--- config.mk ---
export PLATFORM = sky130hd
export DESIGN_NAME = tiny_pipe
export DESIGN_NICKNAME = d
export VERILOG_FILES = /design/src/source/tiny_pipe_pkg.sv /design/src/source/decode_unit.sv /design/src/source/exec_unit.sv /design/src/source/fetch_unit.sv /design/src/source/pipe_control.sv /design/src/source/reg_file.sv /design/src/source/tiny_pipe.sv
export VERILOG_INCLUDE_DIRS = /design/src /design/src/include
export SDC_FILE = /design/constraint.sdc
export NUM_CORES = 2
export LEC_CHECK = 0
export BUFFER_PORTS_ARGS = -buffer_cell sky130_fd_sc_hd__buf_2
export CORE_MARGIN = 2
export CORE_UTILIZATION = 50
export CTS_CLUSTER_SIZE = 20
export DETAILED_ROUTE_END_ITERATION = 10
export PLACE_DENSITY_LB_ADDON = 0.1
export REMOVE_ABC_BUFFERS = 1
export SYNTH_ARGS = -nofsm -noshare
export SYNTH_HDL_FRONTEND = slang
export SYNTH_SLANG_ARGS = --single-unit
--- constraint.sdc ---
create_clock -name clock -period 8.3 [get_ports clock]
set_input_delay 1.66 -clock clock [delete_from_list [all_inputs] [get_ports clock]]
set_output_delay 1.66 -clock clock [all_outputs]
set_load 0.05 [all_outputs]
--- src/include/tiny_pipe_consts.svh ---
`ifndef TINY_PIPE_CONSTS_SVH
`define TINY_PIPE_CONSTS_SVH

////////////////////////////////////////
// widths
////////////////////////////////////////

// data path and address width
`define XLEN 32

// architectural register count, r0 reads zero
`define REG_COUNT 16
`define REG_IDX_W 4

////////////////////////////////////////
// fetch constants
////////////////////////////////////////

// first fetch address after reset
`define RESET_PC {`XLEN{1'b0}}
// byte distance between two instructions
`define PC_STEP 4
// all-zero word, decodes as nop
`define NOP_INST {`XLEN{1'b0}}

`endif

--- src/source/tiny_pipe_pkg.sv ---
`default_nettype none

`include "tiny_pipe_consts.svh"

package tiny_pipe_pkg;

    ////////////////////////////////////////
    // encodings
    ////////////////////////////////////////

    // top nibble of the instruction word
    typedef enum logic [3:0] {
        op_nop  = 4'd0,
        op_add  = 4'd1,
        op_sub  = 4'd2,
        op_and  = 4'd3,
        op_xor  = 4'd4,
        op_addi = 4'd5,
        op_beq  = 4'd6,
        op_bne  = 4'd7,
        op_halt = 4'd15
    } opcode_e;

    // sticky status, only leaves ok once
    typedef enum logic [1:0] {
        status_ok      = 2'd0,
        status_halted  = 2'd1,
        status_illegal = 2'd2
    } status_e;

    ////////////////////////////////////////
    // packets
    ////////////////////////////////////////

    // fetch to decode
    typedef struct packed {
        logic             valid;
        logic [`XLEN-1:0] pc;
        logic [`XLEN-1:0] inst;
    } if_id_t;

    // decode to execute, sources already read
    typedef struct packed {
        logic                  valid;
        logic [`XLEN-1:0]      pc;
        opcode_e               op;
        logic [`REG_IDX_W-1:0] rd;
        logic                  write_en;
        logic [`XLEN-1:0]      rs1_value;
        logic [`XLEN-1:0]      rs2_value;
        logic [`XLEN-1:0]      imm;
        logic                  is_branch;
        logic                  is_halt;
        logic                  is_illegal;
    } id_ex_t;

    // taken branch from execute
    typedef struct packed {
        logic             take;
        logic [`XLEN-1:0] target;
    } redirect_t;

    // retired instruction, also the register write port
    typedef struct packed {
        logic                  valid;
        logic [`XLEN-1:0]      pc;
        logic                  wr_en;
        logic [`REG_IDX_W-1:0] wr_idx;
        logic [`XLEN-1:0]      wr_data;
        logic                  is_halt;
        logic                  is_illegal;
    } commit_t;

    // decode request to the scoreboard
    // freeze marks a halt or illegal instruction
    typedef struct packed {
        logic                  valid;
        logic [`REG_IDX_W-1:0] rs1;
        logic [`REG_IDX_W-1:0] rs2;
        logic [`REG_IDX_W-1:0] rd;
        logic                  write_en;
        logic                  freeze;
    } reg_req_t;

endpackage

`default_nettype wire

--- src/source/decode_unit.sv ---
`timescale 1ns/10ps
`default_nettype none

`include "tiny_pipe_consts.svh"

module decode_unit (
    input  logic                    clock,
    input  logic                    reset,
    input  logic                    dispatch_en,
    input  logic                    rollback,
    input  tiny_pipe_pkg::if_id_t   if_id,
    input  logic [`XLEN-1:0]        rs1_value,
    input  logic [`XLEN-1:0]        rs2_value,
    output logic [`REG_IDX_W-1:0]   rs1_idx,
    output logic [`REG_IDX_W-1:0]   rs2_idx,
    output tiny_pipe_pkg::reg_req_t reg_req,
    output tiny_pipe_pkg::id_ex_t   id_ex
);
    import tiny_pipe_pkg::*;

    // raw fields, one format for every opcode
    logic [3:0]            opcode;
    logic [`REG_IDX_W-1:0] rd;
    logic [15:0]           imm16;
    // opcode class
    logic                  writer;
    logic                  uses_rs1;
    logic                  uses_rs2;
    logic                  is_branch;
    logic                  is_halt;
    logic                  is_illegal;
    id_ex_t                dec_pkt;

    assign opcode = if_id.inst[31:28];
    assign rd     = if_id.inst[27:24];
    assign imm16  = if_id.inst[15:0];

    always_comb begin
        writer     = 1'b0;
        uses_rs1   = 1'b0;
        uses_rs2   = 1'b0;
        is_branch  = 1'b0;
        is_halt    = 1'b0;
        is_illegal = 1'b0;
        case (opcode_e'(opcode))
            op_nop: begin
            end
            op_add, op_sub, op_and, op_xor: begin
                writer   = 1'b1;
                uses_rs1 = 1'b1;
                uses_rs2 = 1'b1;
            end
            op_addi: begin
                writer   = 1'b1;
                uses_rs1 = 1'b1;
            end
            op_beq, op_bne: begin
                is_branch = 1'b1;
                uses_rs1  = 1'b1;
                uses_rs2  = 1'b1;
            end
            op_halt: is_halt = 1'b1;
            default: is_illegal = 1'b1;
        endcase
    end

    // unused sources read r0 so they never stall
    assign rs1_idx = uses_rs1 ? if_id.inst[23:20] : '0;
    assign rs2_idx = uses_rs2 ? if_id.inst[19:16] : '0;

    assign reg_req = '{valid: if_id.valid, rs1: rs1_idx, rs2: rs2_idx, rd: rd,
                       write_en: writer, freeze: is_halt || is_illegal};

    always_comb begin
        dec_pkt            = '0;
        dec_pkt.valid      = if_id.valid;
        dec_pkt.pc         = if_id.pc;
        dec_pkt.op         = opcode_e'(opcode);
        dec_pkt.rd         = rd;
        dec_pkt.write_en   = writer;
        dec_pkt.rs1_value  = rs1_value;
        dec_pkt.rs2_value  = rs2_value;
        // sign extension
        dec_pkt.imm        = {{(`XLEN-16){imm16[15]}}, imm16};
        dec_pkt.is_branch  = is_branch;
        dec_pkt.is_halt    = is_halt;
        dec_pkt.is_illegal = is_illegal;
    end

    // id/ex register, bubble unless dispatched
    always_ff @(posedge clock) begin
        if (dispatch_en) begin
            id_ex <= dec_pkt;
        end
        if (reset) begin
            id_ex.valid <= 1'b0;
        end else begin
            id_ex.valid <= dispatch_en && !rollback;
        end
    end

endmodule

`default_nettype wire

--- src/source/exec_unit.sv ---
`timescale 1ns/10ps
`default_nettype none

`include "tiny_pipe_consts.svh"

module exec_unit (
    input  logic                     clock,
    input  logic                     reset,
    input  tiny_pipe_pkg::id_ex_t    id_ex,
    output tiny_pipe_pkg::redirect_t redirect,
    output tiny_pipe_pkg::commit_t   commit
);
    import tiny_pipe_pkg::*;

    logic [`XLEN-1:0] result;
    // branch condition holds
    logic             cond;
    logic [`XLEN-1:0] target;

    ////////////////////////////////////////
    // alu and branch compare
    ////////////////////////////////////////

    always_comb begin
        result = '0;
        cond   = 1'b0;
        case (id_ex.op)
            op_add:  result = id_ex.rs1_value + id_ex.rs2_value;
            op_sub:  result = id_ex.rs1_value - id_ex.rs2_value;
            op_and:  result = id_ex.rs1_value & id_ex.rs2_value;
            op_xor:  result = id_ex.rs1_value ^ id_ex.rs2_value;
            op_addi: result = id_ex.rs1_value + id_ex.imm;
            op_beq:  cond = (id_ex.rs1_value == id_ex.rs2_value);
            op_bne:  cond = (id_ex.rs1_value != id_ex.rs2_value);
            // nop, halt and illegal produce nothing
            default: begin
            end
        endcase
    end

    // immediate counts instructions, not bytes
    assign target = id_ex.pc + id_ex.imm * `PC_STEP;

    // redirect straight from the current id/ex packet
    assign redirect.take   = id_ex.valid && id_ex.is_branch && cond;
    assign redirect.target = target;

    ////////////////////////////////////////
    // ex/co register
    ////////////////////////////////////////

    // every valid instruction commits, only writers with wr_en
    always_ff @(posedge clock) begin
        commit.pc         <= id_ex.pc;
        commit.wr_en      <= id_ex.write_en;
        commit.wr_idx     <= id_ex.rd;
        commit.wr_data    <= result;
        commit.is_halt    <= id_ex.is_halt;
        commit.is_illegal <= id_ex.is_illegal;
        if (reset) begin
            commit.valid <= 1'b0;
        end else begin
            commit.valid <= id_ex.valid;
        end
    end

endmodule

`default_nettype wire

--- src/source/fetch_unit.sv ---
`timescale 1ns/10ps
`default_nettype none

`include "tiny_pipe_consts.svh"

module fetch_unit (
    input  logic                     clock,
    input  logic                     reset,
    input  logic                     stall,
    input  logic                     fetch_en,
    input  tiny_pipe_pkg::redirect_t redirect,
    input  logic [`XLEN-1:0]         fetch_inst,
    output logic [`XLEN-1:0]         fetch_addr,
    output tiny_pipe_pkg::if_id_t    if_id
);

    logic [`XLEN-1:0] pc;
    // a real instruction enters if/id this cycle
    logic             advance;
    // if/id takes a new value, real or bubble
    logic             load;

    assign advance    = fetch_en && !stall && !redirect.take;
    assign load       = redirect.take || !stall;
    // instruction memory is combinational on the current pc
    assign fetch_addr = pc;

    // redirect wins over stall
    always_ff @(posedge clock) begin
        if (reset) begin
            pc <= `RESET_PC;
        end else if (redirect.take) begin
            pc <= redirect.target;
        end else if (advance) begin
            pc <= pc + `PC_STEP;
        end
    end

    // if/id register, held on stall, bubble on redirect or freeze
    always_ff @(posedge clock) begin
        if (load) begin
            if_id.pc   <= pc;
            if_id.inst <= advance ? fetch_inst : `NOP_INST;
        end
        if (reset) begin
            if_id.valid <= 1'b0;
        end else if (load) begin
            if_id.valid <= advance;
        end
    end

endmodule

`default_nettype wire

--- src/source/pipe_control.sv ---
`timescale 1ns/10ps
`default_nettype none

`include "tiny_pipe_consts.svh"

module pipe_control (
    input  logic                    clock,
    input  logic                    reset,
    input  tiny_pipe_pkg::reg_req_t  reg_req,
    input  tiny_pipe_pkg::redirect_t redirect,
    input  tiny_pipe_pkg::commit_t   commit,
    output logic                    stall,
    output logic                    rollback,
    output logic                    dispatch_en,
    output logic                    fetch_en,
    output tiny_pipe_pkg::status_e   status
);
    import tiny_pipe_pkg::*;

    // one pending-write bit per register
    logic [`REG_COUNT-1:0] busy;
    logic [`REG_COUNT-1:0] busy_next;
    // set once a halt or illegal instruction dispatches
    logic                  frozen;
    logic                  src_busy;
    logic                  dst_busy;

    ////////////////////////////////////////
    // stall and dispatch
    ////////////////////////////////////////

    // r0 never waits
    assign src_busy = (reg_req.rs1 != '0 && busy[reg_req.rs1])
                   || (reg_req.rs2 != '0 && busy[reg_req.rs2]);
    // a second writer to the same register waits for the first
    assign dst_busy = reg_req.write_en && reg_req.rd != '0 && busy[reg_req.rd];

    assign stall       = reg_req.valid && (src_busy || dst_busy);
    assign rollback    = redirect.take;
    assign dispatch_en = reg_req.valid && !stall && !rollback && !frozen;
    assign fetch_en    = !frozen;

    ////////////////////////////////////////
    // scoreboard
    ////////////////////////////////////////

    always_comb begin
        busy_next = busy;
        // retiring write frees its register
        if (commit.valid && commit.wr_en && commit.wr_idx != '0) begin
            busy_next[commit.wr_idx] = 1'b0;
        end
        // dispatched writer claims its register
        if (dispatch_en && reg_req.write_en && reg_req.rd != '0) begin
            busy_next[reg_req.rd] = 1'b1;
        end
    end

    always_ff @(posedge clock) begin
        if (reset) begin
            busy   <= '0;
            frozen <= 1'b0;
            status <= status_ok;
        end else begin
            busy <= busy_next;
            if (dispatch_en && reg_req.freeze) begin
                frozen <= 1'b1;
            end
            // first halt or illegal commit sticks until reset
            if (status == status_ok && commit.valid) begin
                if (commit.is_illegal) begin
                    status <= status_illegal;
                end else if (commit.is_halt) begin
                    status <= status_halted;
                end
            end
        end
    end

endmodule

`default_nettype wire

--- src/source/reg_file.sv ---
`timescale 1ns/10ps
`default_nettype none

`include "tiny_pipe_consts.svh"

module reg_file (
    input  logic                  clock,
    input  logic [`REG_IDX_W-1:0] rs1_idx,
    input  logic [`REG_IDX_W-1:0] rs2_idx,
    input  tiny_pipe_pkg::commit_t commit,
    output logic [`XLEN-1:0]      rs1_value,
    output logic [`XLEN-1:0]      rs2_value
);

    // contents start cleared
    logic [`XLEN-1:0] regs [`REG_COUNT] = '{default: '0};

    // combinational reads, r0 hardwired to zero
    assign rs1_value = (rs1_idx == '0) ? '0 : regs[rs1_idx];
    assign rs2_value = (rs2_idx == '0) ? '0 : regs[rs2_idx];

    // write port fed by the commit bus
    always_ff @(posedge clock) begin
        if (commit.valid && commit.wr_en && commit.wr_idx != '0) begin
            regs[commit.wr_idx] <= commit.wr_data;
        end
    end

endmodule

`default_nettype wire

--- src/source/tiny_pipe.sv ---
`timescale 1ns/10ps
`default_nettype none

`include "tiny_pipe_consts.svh"

module tiny_pipe (
    input  logic                   clock,
    input  logic                   reset,
    input  logic [`XLEN-1:0]       fetch_inst,
    output logic [`XLEN-1:0]       fetch_addr,
    output tiny_pipe_pkg::commit_t commit,
    output tiny_pipe_pkg::status_e status
);
    import tiny_pipe_pkg::*;

    ////////////////////////////////////////
    // pipeline wires
    ////////////////////////////////////////

    // control levels
    logic                  stall;
    logic                  rollback;
    logic                  dispatch_en;
    logic                  fetch_en;
    // stage packets
    if_id_t                if_id;
    id_ex_t                id_ex;
    redirect_t             redirect;
    reg_req_t              reg_req;
    // register file read ports
    logic [`REG_IDX_W-1:0] rs1_idx;
    logic [`REG_IDX_W-1:0] rs2_idx;
    logic [`XLEN-1:0]      rs1_value;
    logic [`XLEN-1:0]      rs2_value;

    pipe_control pipe_control_0 (
        .clock(clock), .reset(reset), .reg_req(reg_req), .redirect(redirect),
        .commit(commit), .stall(stall), .rollback(rollback),
        .dispatch_en(dispatch_en), .fetch_en(fetch_en), .status(status)
    );

    fetch_unit fetch_unit_0 (
        .clock(clock), .reset(reset), .stall(stall), .fetch_en(fetch_en),
        .redirect(redirect), .fetch_inst(fetch_inst), .fetch_addr(fetch_addr),
        .if_id(if_id)
    );

    decode_unit decode_unit_0 (
        .clock(clock), .reset(reset), .dispatch_en(dispatch_en), .rollback(rollback),
        .if_id(if_id), .rs1_value(rs1_value), .rs2_value(rs2_value),
        .rs1_idx(rs1_idx), .rs2_idx(rs2_idx), .reg_req(reg_req), .id_ex(id_ex)
    );

    // written by the commit bus
    reg_file reg_file_0 (
        .clock(clock), .rs1_idx(rs1_idx), .rs2_idx(rs2_idx), .commit(commit),
        .rs1_value(rs1_value), .rs2_value(rs2_value)
    );

    exec_unit exec_unit_0 (
        .clock(clock), .reset(reset), .id_ex(id_ex), .redirect(redirect),
        .commit(commit)
    );

endmodule

`default_nettype wire

==> flow_summary.yaml <==
outcome:
  status: "finished clean"
cells_and_area:
  layout.nets: 3857
  fillers: 6745
  seq_area_sq_mm: 0.02350
  antennaDiodeCount: 0
  area_growth_pct: 12.65
  multiInputGateArea_sq_mm: 0.01602
  final_cells: 4828
  final_cell_area_sq_mm: 0.04545
  drive_gt1_share_pct: 11.68
  final_core_util_pct: 56.70
route:
  vias: 31816
  dr.pass1.iters: 7
  route.detailed.drc: 0
  wl_per_cell_um: 27.95
  first_iter_violations: 4093
  avgViaCountPerCell: 6.590
  drt-total-wl_um: 134900
  ant_nets: 0
yosys:
  synth_warnings: 0
  ys_seq_area_share_pct: 58.25
  ys.flop_type: "edfxtp_1"
  synthCells: 3606
  syn_avg_cell_area_sq_um: 11.19
  synth-edff-count: 700
  ys_types: 81
  synth_seq_cells: 824
  synth_area_sq_mm: 0.04035
  async_flop_share_pct: 0
power_and_ir_drop:
  ir_drop_uv: 304.3
  total_power_uw: 21810
  p_leak_uw: 0.01717
  power_density_mw_per_mm2: 479.8
die:
  rows: 104
  die_y_um: 288.1
  initial_core_util_pct: 50.34
  core_sq_mm: 0.08016
  ioPinCount: 140
  die-area_sq_mm: 0.08298
  dieWidth_um: 288.1
sta:
  grt_setup_unrepaired: "false"
  finalMaxSlewViolations: 0
  fin_crit_sh_pct: 59.85
  timing.final.hold_violations: 0
  setup_viol: 0
  fin_crit_ns: 4.967
  max_freq_ghz: 0.2013
  max_slew_margin_pct: 10.92
  fin_worst_skew_ns: 0.03541
  worst_pin_slew_ns: 1.333
global_route:
  grt_pass1_vias: 30348
  grt_usage_pct: 31.97
  antenna_found_initial: 4
  overflow: 0
  grt_pass1_wl_um: 197200
  grt_max_degree: 136
cts:
  clockBufferDepth: 3
  h-tree-depth: 3
  cts_buffers: 88
  hold_buffers: 0
  cts_resized: 0
  post-cts-setup-buffer-count: 0
  clk_latency_ns: 0.66
  cts.sinks: 824
  cts_tree: "yes"
  clk_pin_slew_worst_paths_ns: 0.06
  clock-root-buffer: "clkbuf_16"
worst_setup_path:
  critPathLaunchType: "flip-flop"
  worst-path-max-fanout: 57
  worstPathRequired_ns: 8.79
  cp.arrival_ns: 5.46
  endpoint_kind: "flip-flop"
  critPathKind: "reg -> reg"
place:
  dp_cells: 4666
  dpl-instance-area_sq_mm: 0.04240
  globalplace.congestion: 0.9465
  port_buffers: 139
  dpl.hpwl_um: 83370
job:
  maxCapViolCount: 0
hold_path:
  worstHoldPathType: "reg -> reg"
synth_stat cells, types with 11 or more instances:
cell type | number | area share (%)
edfxtp_1 | 700 | 52
nand2_1 | 522 | 4.9
a21oi_1 | 216 | 2.7
clkbuf_1 | 212 | 2.0
nor2_1 | 210 | 2.0
o22ai_1 | 164 | 2.5
nand3_1 | 157 | 1.9
dfxtp_1 | 124 | 6.2
ha_1 | 124 | 3.8
mux2i_1 | 118 | 2.9
o221ai_1 | 100 | 2.2
o21ai_0 | 91 | 1.1
a31oi_1 | 76 | 1.2
inv_1 | 74 | 0.69
a21o_1 | 54 | 1.0
a211oi_1 | 50 | 0.93
a311oi_1 | 46 | 1.0
and2_1 | 43 | 0.67
nor2b_1 | 39 | 0.60
xor2_1 | 39 | 0.85
and3_1 | 37 | 0.57
xnor2_1 | 36 | 0.78
o211ai_1 | 30 | 0.56
nor3_1 | 29 | 0.36
nand2b_1 | 26 | 0.40
nand4_1 | 26 | 0.40
buf_1 | 24 | 0.22
mux2_2 | 24 | 0.67
o31ai_1 | 16 | 0.30
nor4_1 | 15 | 0.23
a221o_1 | 13 | 0.32
a221oi_1 | 13 | 0.28
or3_1 | 13 | 0.20
a222oi_1 | 11 | 0.27
final timing paths:
check	from	to	slack (ns)	cells after the start
max	fetch_unit_0.if_id[29]	fetch_unit_0.if_id[14]	3.33	10
min	decode_unit_0.id_ex[0]	exec_unit_0.commit[0]	0.34	0
max reg2reg	fetch_unit_0.if_id[29]	fetch_unit_0.if_id[14]	3.33	10
min reg2reg	decode_unit_0.id_ex[0]	exec_unit_0.commit[0]	0.34	0
stage by stage:
stage          setup TNS (ns)  hold slack (ns)  setup slack [ns]
5_1_grt                     0           0.3486             2.947
2_1_floorplan         -590.96           0.3233            -4.323
4_1_cts                     0           0.3407             3.258
3_3_place_gp                0           0.3239             3.502
3_5_place_dp                0           0.3269             3.302
6_report                    0           0.3408             3.333
power by group:
group / internal (uW) / switching, uW / leakage [uW]
registers: 5710 / 761 / 0.00776
logic: 3430 / 7730 / 0.00793
clock network: 2450 / 1710 / 0.00147
metal layers:
metal  share of wire, %  vias up  track usage, %
li1                   -    13886               -
met4                4.0        2           13.15
met5             0.0096        -               0
met1                 40    15575           44.29
met3                 11      347           6.593
met2                 45     2006           49.17
cells by family (layout without fill, tap and decap cells):
logic type | Yosys count | after routing | synth area share, %
AOI/OAI and AO/OA | 961 | 961 | 16.08
xor gates and xnor gates | 76 | 76 | 1.668
adders and majority gates | 127 | 127 | 3.994
buffers and inverters | 320 | 451 | 3.030
DFF | 824 | 824 | 58.25
muxes | 151 | 151 | 4.099
other | 1 | 32 | 0.009294
and+or+nand+nor | 1146 | 1146 | 12.87
layout make-up:
cell class              count  area share (%)
well taps                1060           2.918
inverters                  76          0.6276
multi-input cells        2493           35.25
flip-flops and latches    824           51.71
clock inverters            51           1.478
clock buffers             111           5.239
repair buffers            213           2.780
placed cells by master, fill, tap and decap left out, drive strengths merged, types with 11 or more instances in the layout:
master,n
o31ai,16
a222oi,11
nand2,522
a21oi,216
mux2,24
clkinv,30
a211oi,51
xor2,40
nand4,26
ha,124
o221ai,100
dfxtp,124
clkbuf,111
a31oi,76
inv,79
conb,32
nor2,211
edfxtp,700
and3,37
nor2b,39
nand2b,26
buf,213
nor3,30
bufinv,13
a311oi,46
and2,43
o21ai,97
a221oi,13
or3,13
a221o,13
nor4,15
a21o,54
nand3,158
xnor2,36
o22ai,164
o211ai,30
mux2i,118
flip-flops by register name (all words and copies together) (netlist names):
| signal | count |
|---|---|
| reg_file_0.regs | 512 |
| exec_unit_0.commit | 72 |
| decode_unit_0.id_ex | 125 |
| pipe_control_0.frozen | 1 |
| pipe_control_0.busy | 15 |
| pipe_control_0.status | 2 |
| fetch_unit_0.fetch_addr | 32 |
| fetch_unit_0.if_id | 65 |
worst max-delay path: stages (launching register included):
cell and delay [ns]:
edfxtp_1 0.64, or3_1 0.60, nand3_4 0.14, buf_4 0.62, o211ai_1 0.15, a21oi_1 0.23
a21oi_1 0.17, o21ai_2 0.74, nand2b_1 0.27, nor2_2 0.99, and2_1 0.25
Note: power is estimated with default switching activity, not from simulation.
